## src/icache_pkg.sv

```systemverilog
// icache shared definitions
// default widths, bus response codes and the controller state encoding
// a line is a single 64-bit word, so the byte offset width is fixed

package icache_pkg;

  // default geometry, overridden through the top level parameters
  localparam int ADDR_W_DEF  = 32;  // physical address, one word
  localparam int INDEX_W_DEF = 6;   // 64 sets
  localparam int DATA_W_DEF  = 64;  // one word per line

  // byte offset inside the 8-byte line, ignored on lookup
  localparam int OFFSET_W = 3;

  // response code carried on both read data channels
  typedef enum logic [1:0] {
    OKAY   = 2'd0,
    SLVERR = 2'd2
  } resp_t;

  // controller states
  // HIT also serves as the response state after a refill
  typedef enum logic [1:0] {
    IDLE   = 2'd0,  // waiting for a fetch request
    HIT    = 2'd1,  // RAM read and response to the CPU
    MEM_AR = 2'd2,  // refill address phase
    MEM_R  = 2'd3   // refill data phase
  } ctrl_state_t;

endpackage

```

## src/icache_ctrl.sv

```systemverilog
// icache controller
// lookup and refill FSM between the CPU fetch port and the memory port
// hits return after a fixed two-cycle RAM read, misses refill one line
// replacement way comes from a free-running one-bit counter

module icache_ctrl import icache_pkg::*; #(
  parameter int ADDR_W  = 32,
  parameter int INDEX_W = 6,
  parameter int DATA_W  = 64
) (
  input  logic                                clk,
  input  logic                                rst,
  // CPU fetch port
  input  logic                                ar_valid_i,
  output logic                                ar_ready_o,
  input  logic [ADDR_W-1:0]                   ar_addr_i,
  output logic                                r_valid_o,
  input  logic                                r_ready_i,
  output logic [DATA_W-1:0]                   r_data_o,
  output logic [1:0]                          r_resp_o,
  // memory read port
  output logic                                mem_ar_valid_o,
  input  logic                                mem_ar_ready_i,
  output logic [ADDR_W-1:0]                   mem_ar_addr_o,
  input  logic                                mem_r_valid_i,
  output logic                                mem_r_ready_o,
  input  logic [DATA_W-1:0]                   mem_r_data_i,
  input  logic [1:0]                          mem_r_resp_i,
  // tag store
  output logic [INDEX_W-1:0]                  lookup_index_o,
  output logic [ADDR_W-INDEX_W-OFFSET_W-1:0]  lookup_tag_o,
  input  logic                                hit_i,
  input  logic                                hit_way_i,
  output logic                                alloc_en_o,
  output logic                                alloc_way_o,
  output logic [INDEX_W-1:0]                  alloc_index_o,
  output logic [ADDR_W-INDEX_W-OFFSET_W-1:0]  alloc_tag_o,
  output logic                                validate_en_o,
  // data RAMs
  output logic [1:0]                          ram_ce_o,
  output logic                                ram_we_o,
  output logic [INDEX_W-1:0]                  ram_addr_o,
  output logic [DATA_W-1:0]                   ram_wdata_o,
  input  logic [DATA_W-1:0]                   ram0_rdata_i,
  input  logic [DATA_W-1:0]                   ram1_rdata_i
);

  localparam int TAG_W = ADDR_W - INDEX_W - OFFSET_W;

  ctrl_state_t        state_q;
  ctrl_state_t        state_d;
  logic               repl_q;       // replacement way
  logic               way_q;        // way of the request in flight
  logic [INDEX_W-1:0] index_q;
  logic               rd_issued_q;  // hit read sent to the RAM

  logic               accept;
  logic               mem_ar_hs;
  logic               mem_r_hs;
  logic               r_hs;
  logic               hit_read;
  logic               hit_capture;
  logic [DATA_W-1:0]  rdata_sel;
  resp_t              refill_resp;

  assign accept    = ar_valid_i & ar_ready_o;
  assign mem_ar_hs = mem_ar_valid_o & mem_ar_ready_i;
  assign mem_r_hs  = mem_r_valid_i & mem_r_ready_o;
  assign r_hs      = r_valid_o & r_ready_i;

  // first HIT cycle reads the RAM, the second one takes its output
  assign hit_read    = (state_q == HIT) & ~r_valid_o & ~rd_issued_q;
  assign hit_capture = (state_q == HIT) & rd_issued_q;

  // lookup comes straight from the request address
  assign lookup_index_o = ar_addr_i[OFFSET_W +: INDEX_W];
  assign lookup_tag_o   = ar_addr_i[ADDR_W-1 -: TAG_W];

  // a miss claims the entry at accept time
  assign alloc_en_o    = accept & ~hit_i;
  assign alloc_way_o   = repl_q;
  assign alloc_index_o = lookup_index_o;
  assign alloc_tag_o   = lookup_tag_o;

  assign refill_resp   = resp_t'(mem_r_resp_i);
  assign validate_en_o = mem_r_hs & (refill_resp == OKAY);  // errors stay invalid

  // RAM access: read on a hit, write on the refill handshake
  assign ram_we_o    = mem_r_hs;
  assign ram_ce_o[0] = (hit_read | mem_r_hs) & ~way_q;
  assign ram_ce_o[1] = (hit_read | mem_r_hs) & way_q;
  assign ram_addr_o  = index_q;
  assign ram_wdata_o = mem_r_data_i;

  assign rdata_sel = way_q ? ram1_rdata_i : ram0_rdata_i;

  always_ff @(posedge clk) begin
    if (rst) begin
      repl_q <= 1'b0;
    end else begin
      repl_q <= ~repl_q;  // toggles every cycle
    end
  end

  always_comb begin
    state_d = state_q;
    case (state_q)
      IDLE: begin
        if (accept) begin
          state_d = hit_i ? HIT : MEM_AR;
        end
      end
      HIT: begin
        if (r_hs) begin
          state_d = IDLE;
        end
      end
      MEM_AR: begin
        if (mem_ar_hs) begin
          state_d = MEM_R;
        end
      end
      MEM_R: begin
        if (mem_r_hs) begin
          state_d = HIT;  // wait there for the CPU to take the word
        end
      end
      default: state_d = IDLE;
    endcase
  end

  // control state
  always_ff @(posedge clk) begin
    if (rst) begin
      state_q        <= IDLE;
      ar_ready_o     <= 1'b1;
      r_valid_o      <= 1'b0;
      mem_ar_valid_o <= 1'b0;
      mem_r_ready_o  <= 1'b0;
      rd_issued_q    <= 1'b0;
    end else begin
      state_q <= state_d;
      case (state_q)
        IDLE: begin
          if (accept) begin
            ar_ready_o     <= 1'b0;  // one request in flight
            mem_ar_valid_o <= ~hit_i;
          end
        end
        HIT: begin
          if (r_hs) begin
            r_valid_o  <= 1'b0;
            ar_ready_o <= 1'b1;
          end else if (hit_read) begin
            rd_issued_q <= 1'b1;
          end else if (hit_capture) begin
            rd_issued_q <= 1'b0;
            r_valid_o   <= 1'b1;
          end
        end
        MEM_AR: begin
          if (mem_ar_hs) begin
            mem_ar_valid_o <= 1'b0;
            mem_r_ready_o  <= 1'b1;
          end
        end
        MEM_R: begin
          if (mem_r_hs) begin
            mem_r_ready_o <= 1'b0;
            r_valid_o     <= 1'b1;
          end
        end
        default: ;
      endcase
    end
  end

  // request and response payload
  always_ff @(posedge clk) begin
    if (accept) begin
      way_q         <= hit_i ? hit_way_i : repl_q;
      index_q       <= lookup_index_o;
      mem_ar_addr_o <= {ar_addr_i[ADDR_W-1:OFFSET_W], {OFFSET_W{1'b0}}};  // line aligned
    end
    if (mem_r_hs) begin
      r_data_o <= mem_r_data_i;
      r_resp_o <= mem_r_resp_i;  // error passed on to the CPU
    end else if (hit_capture) begin
      r_data_o <= rdata_sel;
      r_resp_o <= OKAY;
    end
  end

endmodule

```

## config.mk

```make
export PLATFORM = sky130hd
export DESIGN_NAME = icache_ctrl
export DESIGN_NICKNAME = d
export VERILOG_FILES = /design/src/icache_pkg.sv /design/src/icache_ctrl.sv
export SDC_FILE = /design/constraint.sdc
export NUM_CORES = 1
export LEC_CHECK = 0
export ABC_AREA = 1
export BUFFER_PORTS_ARGS = -buffer_cell sky130_fd_sc_hd__buf_2
export CAP_MARGIN = 40
export CORE_AREA = 4 4 181 183
export CTS_CLUSTER_DIAMETER = 100
export DETAILED_ROUTE_END_ITERATION = 8
export DIE_AREA = 0 0 185 187
export PLACE_DENSITY = 0.51
export SLEW_MARGIN = 20
export SYNTH_ARGS = -nofsm -noshare
export SYNTH_HDL_FRONTEND = slang
export SYNTH_SLANG_ARGS = --single-unit
export TNS_END_PERCENT = 1
```

## constraint.sdc

```tcl
create_clock -name clk -period 10.25 [get_ports clk]
set_input_delay 1.025 -clock clk [delete_from_list [all_inputs] [get_ports clk]]
set_output_delay 1.025 -clock clk [all_outputs]
set_load 0.01 [all_outputs]
```

==> run_results.csv, run 1 <==
group,metric,value,unit
outcome,status,"complete, no violations",
drt,dr.first_iter.drc_count,193,
timing,finalSetupTns,0,ns
clock_network,ctsHtreeMaxLevel,3,
drt,avgViaCountPerCell,3.91,
synthesis,yosysWarnings,0,
timing,setup_slack,6.68,ns
floorplan,ios,470,
drt,vias,5137,
setup_path,crit_type,"in -> out",
clock_network,cts_setup_buffers,0,
timing,slew_viol_final,0,
layout,utilization,24.7,%
synthesis,yosysTopAreaCell,"edfxtp_1",
floorplan,die_x,185,um
drt,ant_nets,0,
placed_design,dp_hpwl,17.4,mm
floorplan,initial_core_util,18.2,%
synthesis,mappedNetlistArea,5690,sq um
worst_hold_path,min_path_type,"reg -> reg",
layout,fillers,3452,
layout,antenna_cells,0,
drt,drt_wl_total,21.3,mm
synthesis,ys_seq_area_share,53.4,%
setup_path,worstSetupEndpointType,"output port",
drt,routedWlPerCell,16.2,um
floorplan,core,31200,sq um
clock_network,cts_resized,0,
timing,period_needed,3.57,ns
clock_network,cts_tree,"built",
timing,rsz0062_at_grt,"false",
floorplan,rows,65,
setup_path,crit_top_cell,"buf_2",
clock_network,clock_sinks,104,
timing,finalClockSkew,0.00697,ns
setup_path,worstPathArrival,2.55,ns
synthesis,synth.area.top_cells,"edfxtp_1, buf_4, nand2_1, a31oi_1, nor2_1",
setup_path,start_kind,"input pin",
global_routing,grt_max_degree,67,
global_routing,top_usage_layer,"met2",
layout,area_growth,35.3,%
drt,drc_errors,0,
global_routing,overflow,0,
clock_network,postCtsHoldBufs,0,
floorplan,die_area,34600,sq um
synthesis,synth.top_cell.area_share,50.6,%
placed_design,dp_worst_setup_slack,6.64,ns
clock_network,ctsLongestPathBuffers,2,
layout,fin_area,7700,sq um
power_and_ir_drop,cellLeakagePower,3.70,nW
global_routing,grt_pass1_wl,29.0,mm
drt,firstDrtPassIters,4,
flow_run,maxCapViolCount,0,
clock_network,cts_root_buf,"clkbuf_16",
placed_design,gp_congestion,0.887,
clock_network,path_clk_slew,0.07,ns
timing,tightest_slew,0.782,ns
synthesis,netlist_instances,585,
timing,setup_viol,0,
setup_path,critPathSlowestCell,"nand2_4",
timing,fin_crit_sh,34.8,%
setup_path,crit_required,9.23,ns
synthesis,synth.avg_cell_area,9.73,sq um
placed_design,post_dp_cell_area,7420,sq um
global_routing,grt_pass1_vias,4764,
power_and_ir_drop,vdd_drop_max,87.3,uV
floorplan,die_h,187,um
clock_network,cts_made_buffers,9,
placed_design,dpl.cell_count,1298,
global_routing,grt_use_met3,4.26,%
synthesis,yosysUniqueCellTypes,26,
timing,timing.slew.headroom,47.9,%
global_routing,grt_use_met1,12.5,%
timing,hold_viol,0,
layout,drive_gt1_share,54.9,%
setup_path,max_stage_delay,0.40,ns
layout,finalNonFillerCells,1314,
synthesis,synth-seq-cells,104,
global_routing,antenna_found_initial,3,
timing,max_freq,280,MHz
layout,fin_nets,1141,
setup_path,critPathMaxFanout,64,
power_and_ir_drop,cellPowerDensity,155,nW/um^2
clock_network,clk-insertion-delay-late,0.37,ns
setup_path,cp_cell_sequence,"buf_2, nand2_4, buf_4, buf_16, a21oi_1, buf_2",
placed_design,io_buffers,463,
global_routing,grtUsageMet2,20.4,%
global_routing,track_usage,11.4,%
-- through the flow --
stage	power (W)	hold slack, ns
after floorplan	0.000762	0.438
after global placement	0.000874	0.425
after detailed placement	0.000879	0.435
after CTS	0.00123	0.458
after global routing	0.00128	0.474
final	0.00120	0.450
-- area by class of cell --
| cell class | instances | area, sq um | area share (%) |
|---|---|---|---|
| Clock inverter | 6 | 53.8 | 0.699 |
| Inverter | 12 | 47.5 | 0.617 |
| Tap cell | 402 | 503 | 6.53 |
| Clock buffer | 10 | 229 | 2.97 |
| Multi-Input combinational cell | 310 | 1440 | 18.6 |
| Sequential cell | 104 | 3040 | 39.5 |
| Timing Repair Buffer | 470 | 2390 | 31.0 |
-- power breakdown --
part,internal [W],switching [W]
logic,0.000123,0.000190
registers,0.000526,0.0000220
clock network,0.000168,0.000168
-- per-layer routing --
layer / vias up / part of all wire (%)
met5: - / 0.19
met4: 4 / 1.7
met3: 24 / 9.2
met2: 295 / 51
met1: 2317 / 38
li1: 2497 / -
-- Yosys cell counts (all sizes together) --
library cell	n
buf	160
nand2	148
edfxtp	96
nor2	76
a31oi	65
inv	12
dfxtp	8
a21oi	5
nand3	4
nor3	3
o21ai	3
o21bai	2
clkbuf	1
conb	1
nor4	1
-- path summary, 6_finish.rpt --
kind                           from                      to  slack, ns  depth (start not counted)
max                   mem_r_valid_i             ram_ce_o[0]       6.68                          6
min          alloc_way_o$_SDFF_PP0_  alloc_way_o$_SDFF_PP0_       0.45                          1
max reg2reg         way_q$_DFFE_PN_   r_data_o[9]$_DFFE_PP_       8.11                          5
min reg2reg  alloc_way_o$_SDFF_PP0_  alloc_way_o$_SDFF_PP0_       0.45                          1
-- registers in the layout, summed over array words and instances (netlist names) --
| register | cells |
|---|---|
| alloc_way_o | 1 |
| ar_ready_o | 1 |
| mem_ar_addr_o | 24 |
| mem_ar_valid_o | 1 |
| mem_r_ready_o | 1 |
| r_data_o | 64 |
| r_resp_o | 2 |
| r_valid_o | 1 |
| ram_addr_o | 5 |
| rd_issued_q | 1 |
| state_q | 2 |
| way_q | 1 |
-- kinds of logic after synthesis --
family	Yosys count	synth area share, %
flops	104	53.4
buf+inv	173	21.8
other cells	1	0.0659
compound gates	75	8.77
simple gates	232	16.0
-- placed cells by master (no fill, tap or decap), drive strengths merged --
cell      synthesis  routed
a21oi             5       5
a31oi            65      65
buf             160     470
clkbuf            1      10
clkinv            0       4
clkinvlp          0       1
conb              1       3
dfxtp             8       8
edfxtp           96      96
inv              12      13
nand2           148     148
nand3             4       4
nor2             76      76
nor3              3       3
nor4              1       1
o21ai             3       3
o21bai            2       2
-- critical path, delay by kind of cell --
family / cells / cell delay (ns)
AO/OA/AOI/OAI: 1 / 0.10
buffers and inverters: 4 / 0.96
AND/OR/NAND/NOR: 1 / 0.40
No activity file was read; power rests on OpenSTA's default activity.
==> run 2: changes to the inputs <==
--- a/config.mk
+++ b/config.mk
@@ -8,11 +8,11 @@
 export ABC_AREA = 1
 export BUFFER_PORTS_ARGS = -buffer_cell sky130_fd_sc_hd__buf_2
 export CAP_MARGIN = 40
-export CORE_AREA = 4 4 181 183
+export CORE_AREA = 4 4 183 185
 export CTS_CLUSTER_DIAMETER = 100
 export DETAILED_ROUTE_END_ITERATION = 8
-export DIE_AREA = 0 0 185 187
-export PLACE_DENSITY = 0.51
+export DIE_AREA = 0 0 187 189
+export PLACE_DENSITY = 0.5
 export SLEW_MARGIN = 20
 export SYNTH_ARGS = -nofsm -noshare
 export SYNTH_HDL_FRONTEND = slang
==> constraint.sdc (replaced) <==
create_clock -name clk -period 3.4 [get_ports clk]
set_input_delay 0.34 -clock clk [delete_from_list [all_inputs] [get_ports clk]]
set_output_delay 0.34 -clock clk [all_outputs]
set_load 0.01 [all_outputs]
==> run_results.csv, run 2 (synthesis gave the netlist of run 1 again) <==
group,metric,value,unit
outcome,status,"complete, no violations",
layout,largest_reg_flops,64,
global_routing,track_usage,10.6,%
timing,tightest_slew,0.792,ns
timing,rsz0062_at_grt,"false",
floorplan,initial_core_util,17.8,%
floorplan,core,32000,sq um
placed_design,gp_congestion,0.829,
timing,max_freq,504,MHz
timing,timing.slew.headroom,47.2,%
setup_path,worstPathBufferInverterCount,1,
timing,finalClockSkew,0.0185,ns
layout,finalNonFillerCells,1320,
layout,most-common-layout-cells,"buf_2, nand2_1, edfxtp_1, nor2_1, a31oi_1",
drt,dr.first_iter.drc_count,184,
setup_path,crit_type,"reg -> out",
setup_path,crit_required,3.06,ns
setup_path,worstSetupEndpointType,"output port",
global_routing,overflow,0,
drt,drt_wl_total,20.9,mm
floorplan,die_area,35300,sq um
layout,drive_gt1_share,55.0,%
flow_run,maxCapViolCount,0,
setup_path,crit_family,"flip-flops",
drt,avgViaCountPerCell,3.86,
timing,fin_crit_sh,58.4,%
drt,vias,5091,
setup_path,max_stage_delay,0.57,ns
clock_network,cts_resized,0,
layout,regMostFlops,"r_data_o",
floorplan,ios,470,
timing,finalSetupTns,0,ns
power_and_ir_drop,vdd_drop_max,236,uV
timing,slew_viol_final,0,
placed_design,dp_hpwl,16.8,mm
timing,period_needed,1.99,ns
setup_path,start_kind,"flop",
clock_network,cts_setup_buffers,0,
setup_path,worstPathArrival,1.65,ns
global_routing,grt_pass1_vias,4805,
placed_design,io_buffers,463,
clock_network,cts_root_buf,"clkbuf_16",
clock_network,cts_made_buffers,9,
worst_hold_path,worstHoldStart,"ar_addr_i[15]",
setup_path,cp_cell_sequence,"nand2_1, nor2_1, nand2_1, a21oi_1, buf_2",
clock_network,cts_tree,"built",
global_routing,grt_max_degree,66,
clock_network,path_clk_slew,0.09,ns
setup_path,crit_start,"state_q[0]$_SDFFE_PP0P_",
setup_path,critPathSlowestCell,"dfxtp_1",
clock_network,clock_sinks,104,
setup_path,crit-reg2reg-launch,"state_q[0]$_SDFFE_PP0P_",
layout,final_common_cell,"buf_2",
global_routing,antenna_found_initial,1,
power_and_ir_drop,cellPowerDensity,473,nW/um^2
floorplan,die_x,187,um
drt,drc_errors,0,
layout,fin_nets,1141,
timing,timing.hold.ws,0.183,ns
clock_network,postCtsHoldBufs,0,
timing,setup_viol,0,
worst_hold_path,min_path_type,"in -> reg",
drt,ant_nets,0,
drt,routedWlPerCell,15.8,um
layout,antenna_cells,0,
timing,hold_viol,0,
clock_network,clk-insertion-delay-late,0.36,ns
layout,area_growth,35.4,%
power_and_ir_drop,cellLeakagePower,3.71,nW
setup_path,crit_top_cell,"nand2_1",
floorplan,rows,66,
placed_design,dpl.cell_count,1304,
global_routing,grt_pass1_wl,29.1,mm
floorplan,die_h,189,um
setup_path,critPathMaxFanout,10,
clock_network,ctsLongestPathBuffers,2,
clock_network,ctsHtreeMaxLevel,3,
drt,firstDrtPassIters,6,
==> run 2: changes by cell type in the layout (fill, tap and decap cells not counted), moves of 2 or more <==
cell	previous run	this run
clkinv_4	4	0
inv_4	1	4
buf_12	0	2
inv_6	0	2
==> run 2: routing by layer <==
metal  part of all wire (%)  track usage [%]  vias to the layer above  wire [um]
met3                    7.2             2.99                       13       1510
met4                   0.96             2.56                        2        200
li1                       -                -                     2490          -
met2                     51             18.5                      220      10500
met5                  0.086                0                        -         18
met1                     41             13.1                     2366       8600
==> run 2: path summary, 6_finish.rpt <==
kind / endpoint / slack, ns / depth (start not counted)
max reg2reg: r_data_o[18]$_DFFE_PP_ / 1.60 / 3
min: mem_ar_addr_o[15]$_DFFE_PN_ / 0.18 / 1
min reg2reg: alloc_way_o$_SDFF_PP0_ / 0.46 / 1
max: ram_ce_o[0] / 1.41 / 5
==> run 2: power breakdown <==
| part | switching (W) | leakage, nW | total (W) | internal, W |
|---|---|---|---|---|
| logic | 0.000579 | 2.61 | 0.000951 | 0.000372 |
| clock network | 0.000520 | 0.142 | 0.00105 | 0.000526 |
| registers | 0.0000662 | 0.956 | 0.00165 | 0.00159 |
==> run 2: through the flow <==
step                instance area [sq um]  total power [W]  utilization [%]  setup slack [ns]
floorplan                            5710          0.00229                -             0.635
global placement                     7410          0.00264             23.1              1.47
detailed placement                   7430          0.00265             23.2              1.54
CTS                                  7710          0.00374             24.1              1.36
global route                         7710          0.00387             24.1              1.23
finish                               7710          0.00365             24.1              1.41
==> run 2: worst register-to-register path: stages (launching register included) <==
cell	delay [ns]
dfxtp_1	0.57
nand2_1	0.21
o21ai_4	0.16
buf_4	0.44
==> run 2: cell type report <==
cell class	instances	area (sq um)
fillers	3533	24300
multi-input cells	310	1440
flip-flops and latches	104	3040
repair buffers	470	2390
clock buffers	11	243
inverters	12	47.5
clock inverters	5	36.3
well taps	408	510
==> run 3: changes to the inputs <==
--- a/config.mk
+++ b/config.mk
@@ -5,14 +5,14 @@
 export SDC_FILE = /design/constraint.sdc
 export NUM_CORES = 1
 export LEC_CHECK = 0
-export ABC_AREA = 1
+export ABC_AREA = 0
 export BUFFER_PORTS_ARGS = -buffer_cell sky130_fd_sc_hd__buf_2
 export CAP_MARGIN = 40
-export CORE_AREA = 4 4 183 185
+export CORE_AREA = 4 4 181 183
 export CTS_CLUSTER_DIAMETER = 100
 export DETAILED_ROUTE_END_ITERATION = 8
-export DIE_AREA = 0 0 187 189
-export PLACE_DENSITY = 0.5
+export DIE_AREA = 0 0 185 187
+export PLACE_DENSITY = 0.53
 export SLEW_MARGIN = 20
 export SYNTH_ARGS = -nofsm -noshare
 export SYNTH_HDL_FRONTEND = slang
==> constraint.sdc (replaced) <==
create_clock -name clk -period 1.8 [get_ports clk]
set_input_delay 0.18 -clock clk [delete_from_list [all_inputs] [get_ports clk]]
set_output_delay 0.18 -clock clk [all_outputs]
set_load 0.01 [all_outputs]
==> run_results.csv, run 3 <==
group,metric,value,unit
outcome,status,"complete, no violations",
placed_design,dp_hpwl,17.1,mm
setup_path,critPathMaxFanout,10,
setup_path,worstPathBufferInverterCount,2,
global_routing,grt_pass1_wl,27.3,mm
setup_path,critPathSlowestCell,"dfxtp_2",
layout,fin_nets,1064,
floorplan,die_area,34600,sq um
layout,utilization,25.2,%
synthesis,yosysTopAreaCell,"edfxtp_1",
placed_design,dpl.cell_count,1217,
worst_hold_path,worstHoldStart,"ar_addr_i[7]",
setup_path,regToRegEndpoint,"r_data_o[15]$_DFFE_PP_",
clock_network,cts_made_buffers,9,
drt,wl_met2,10.7,mm
power_and_ir_drop,cellPowerDensity,746,nW/um^2
setup_path,crit-reg2reg-launch,"mem_r_ready_o$_SDFFE_PP0P_",
clock_network,clk-insertion-delay-late,0.35,ns
synthesis,ys_seq_area_share,52.8,%
timing,setup_viol,0,
power_and_ir_drop,vdd_drop_max,468,uV
global_routing,track_usage,10.6,%
synthesis,ys.flop_type,"edfxtp_1",
global_routing,grt_max_degree,80,
clock_network,cts_root_buf,"clkbuf_16",
power_and_ir_drop,cellLeakagePower,3.61,nW
floorplan,core,31200,sq um
synthesis,synth-seq-cells,104,
setup_path,crit_type,"reg -> out",
clock_network,path_clk_slew,0.07,ns
synthesis,synth.avg_cell_area,11.6,sq um
drt,wl_met3,1.99,mm
drt,firstDrtPassIters,4,
synthesis,synth-adder-area-share,0,%
layout,final_common_cell,"buf_2",
synthesis,synth_common_cells,"buf_4, edfxtp_1, nand2_1",
global_routing,antenna_found_initial,5,
synthesis,synth_xor_area_share,0,%
drt,vias,4742,
timing,hold_viol,0,
drt,drt_wl_total,20.5,mm
synthesis,synth_simple_gate_area_share,6.58,%
timing,finalSetupTns,0,ns
synthesis,synth.top_cell.area_share,50.0,%
drt,ant_nets,0,
clock_network,clock_sinks,104,
setup_path,crit_family,"flip-flops",
setup_path,start_kind,"flop",
timing,rsz0062_at_grt,"false",
worst_hold_path,min_path_cells,1,
drt,dr.first_iter.drc_count,103,
synthesis,netlist_instances,497,
synthesis,yosysUniqueCellTypes,34,
drt,avgViaCountPerCell,3.83,
clock_network,ctsHtreeMaxLevel,3,
timing,finalClockSkew,0.0116,ns
global_routing,overflow,0,
synthesis,synth_compound_area_share,7.66,%
flow_run,maxCapViolCount,0,
synthesis,synthMuxAreaShare,11.3,%
setup_path,reg2regPathDepth,4,
floorplan,initial_core_util,18.5,%
placed_design,gp_congestion,0.843,
synthesis,mappedNetlistArea,5770,sq um
setup_path,worstSetupEndpointType,"output port",
layout,regMostFlops,"r_data_o",
layout,most-common-layout-cells,"buf_2, edfxtp_1, nand2_1, mux2i_1, o21ai_0",
timing,slew_viol_final,0,
layout,fin_area,7860,sq um
clock_network,postCtsHoldBufs,0,
drt,top_layer_used,"met5",
layout,drive_gt1_share,60.1,%
drt,routedWlPerCell,16.5,um
synthesis,synth_top_family_by_area,"buffers and inverters",
clock_network,ctsLongestPathBuffers,2,
synthesis,synthArstFlopShare,0,%
timing,max_freq,597,MHz
setup_path,crit_required,1.62,ns
drt,m1WireLength,7.41,mm
synthesis,yosysMostFrequentCell,"buf_4",
setup_path,r2r_slack,0.32,ns
placed_design,io_buffers,463,
synthesis,synth-edff-count,96,
setup_path,worstPathArrival,1.50,ns
synthesis,synth.area.top_cells,"edfxtp_1, buf_4, mux2i_1, nand2_1, o21ai_0",
layout,fillers,3391,
floorplan,ios,470,
worst_hold_path,min_to,"ram_addr_o[4]$_DFFE_PN_",
floorplan,rows,65,
setup_path,cp_cell_sequence,"nor2b_2, buf_4, a21oi_1, nor2_1, buf_2",
synthesis,yosysWarnings,0,
layout,finalNonFillerCells,1238,
clock_network,cts_tree,"built",
layout,area_growth,36.3,%
placed_design,post_dp_cell_area,7520,sq um
timing,fin_crit_sh,93.1,%
layout,largest_reg_flops,64,
timing,timing.hold.ws,0.0338,ns
floorplan,die_h,187,um
timing,period_needed,1.68,ns
drt,drc_errors,0,
floorplan,die_x,185,um
global_routing,grt_pass1_vias,4429,
worst_hold_path,min_path_type,"in -> reg",
setup_path,max_stage_delay,0.41,ns
[run 3: through the flow]
stage	power, W	worst slack [ns]
floorplan	0.00356	0.0407
global placement	0.00399	0.299
detailed placement	0.00401	0.258
CTS	0.00599	0.00741
global route	0.00617	0.00254
finish	0.00586	0.125
[run 3: layout make-up]
type	instances	area, sq um	share of cell area, %
sequential	104	3050	38.8
timing repair buffer	476	2520	32.1
multi-input combinational	237	1500	19.0
tap	402	503	6.40
clock buffer	11	233	2.96
clock inverter	4	46.3	0.589
inverter	2	7.51	0.0955
antenna	2	5.00	0.0637
[run 3: how the worst max path moves through the flow]
stage	startpoint	to	slack [ns]	cells after the start
floorplan	mem_r_ready_o$_SDFFE_PP0P_	r_data_o[0]$_DFFE_PP_	0.04	5
global placement	state_q[0]$_SDFFE_PP0P_	r_data_o[17]$_DFFE_PP_	0.30	3
detailed placement	state_q[0]$_SDFFE_PP0P_	r_data_o[18]$_DFFE_PP_	0.26	3
CTS	mem_r_ready_o$_SDFFE_PP0P_	validate_en_o	0.007	4
global route	state_q[0]$_SDFFE_PP0P_	ram_ce_o[0]	0.003	5
finish	state_q[0]$_SDFFE_PP0P_	ram_ce_o[0]	0.12	5
[run 3: logic make-up after synthesis]
| logic type | after synthesis |
|---|---|
| DFF | 104 |
| AOI/OAI and AO/OA | 79 |
| buffers and inverters | 158 |
| and+or+nand+nor | 90 |
| muxes | 65 |
| other | 1 |
[run 3: what timing repair did]
action / CTS / global route
pin swaps: 0 / 1
setup buffers: 0 / 3
resized for setup: 1 / 2
cloned: 0 / 1
endpoints found under the setup margin: 2 / 2
[run 3: power by group]
group	switching, W	total, W	internal [W]	leakage [nW]
Sequential	0.0000473	0.00283	0.00278	0.955
Clock	0.000865	0.00193	0.00107	0.135
Combinational	0.000582	0.00110	0.000522	2.52
[run 3: layer usage]
metal,track usage [%],vias to the layer above
met5,0,-
met4,2.82,10
met3,4.14,22
met2,19.9,267
met1,11.0,2165
li1,-,2278
[run 3: worst register-to-register path: stages (launching register included)]
cell	delay (ns)
dfxtp_2	0.39
and2_4	0.19
buf_4	0.14
buf_12	0.24
o21ai_0	0.26
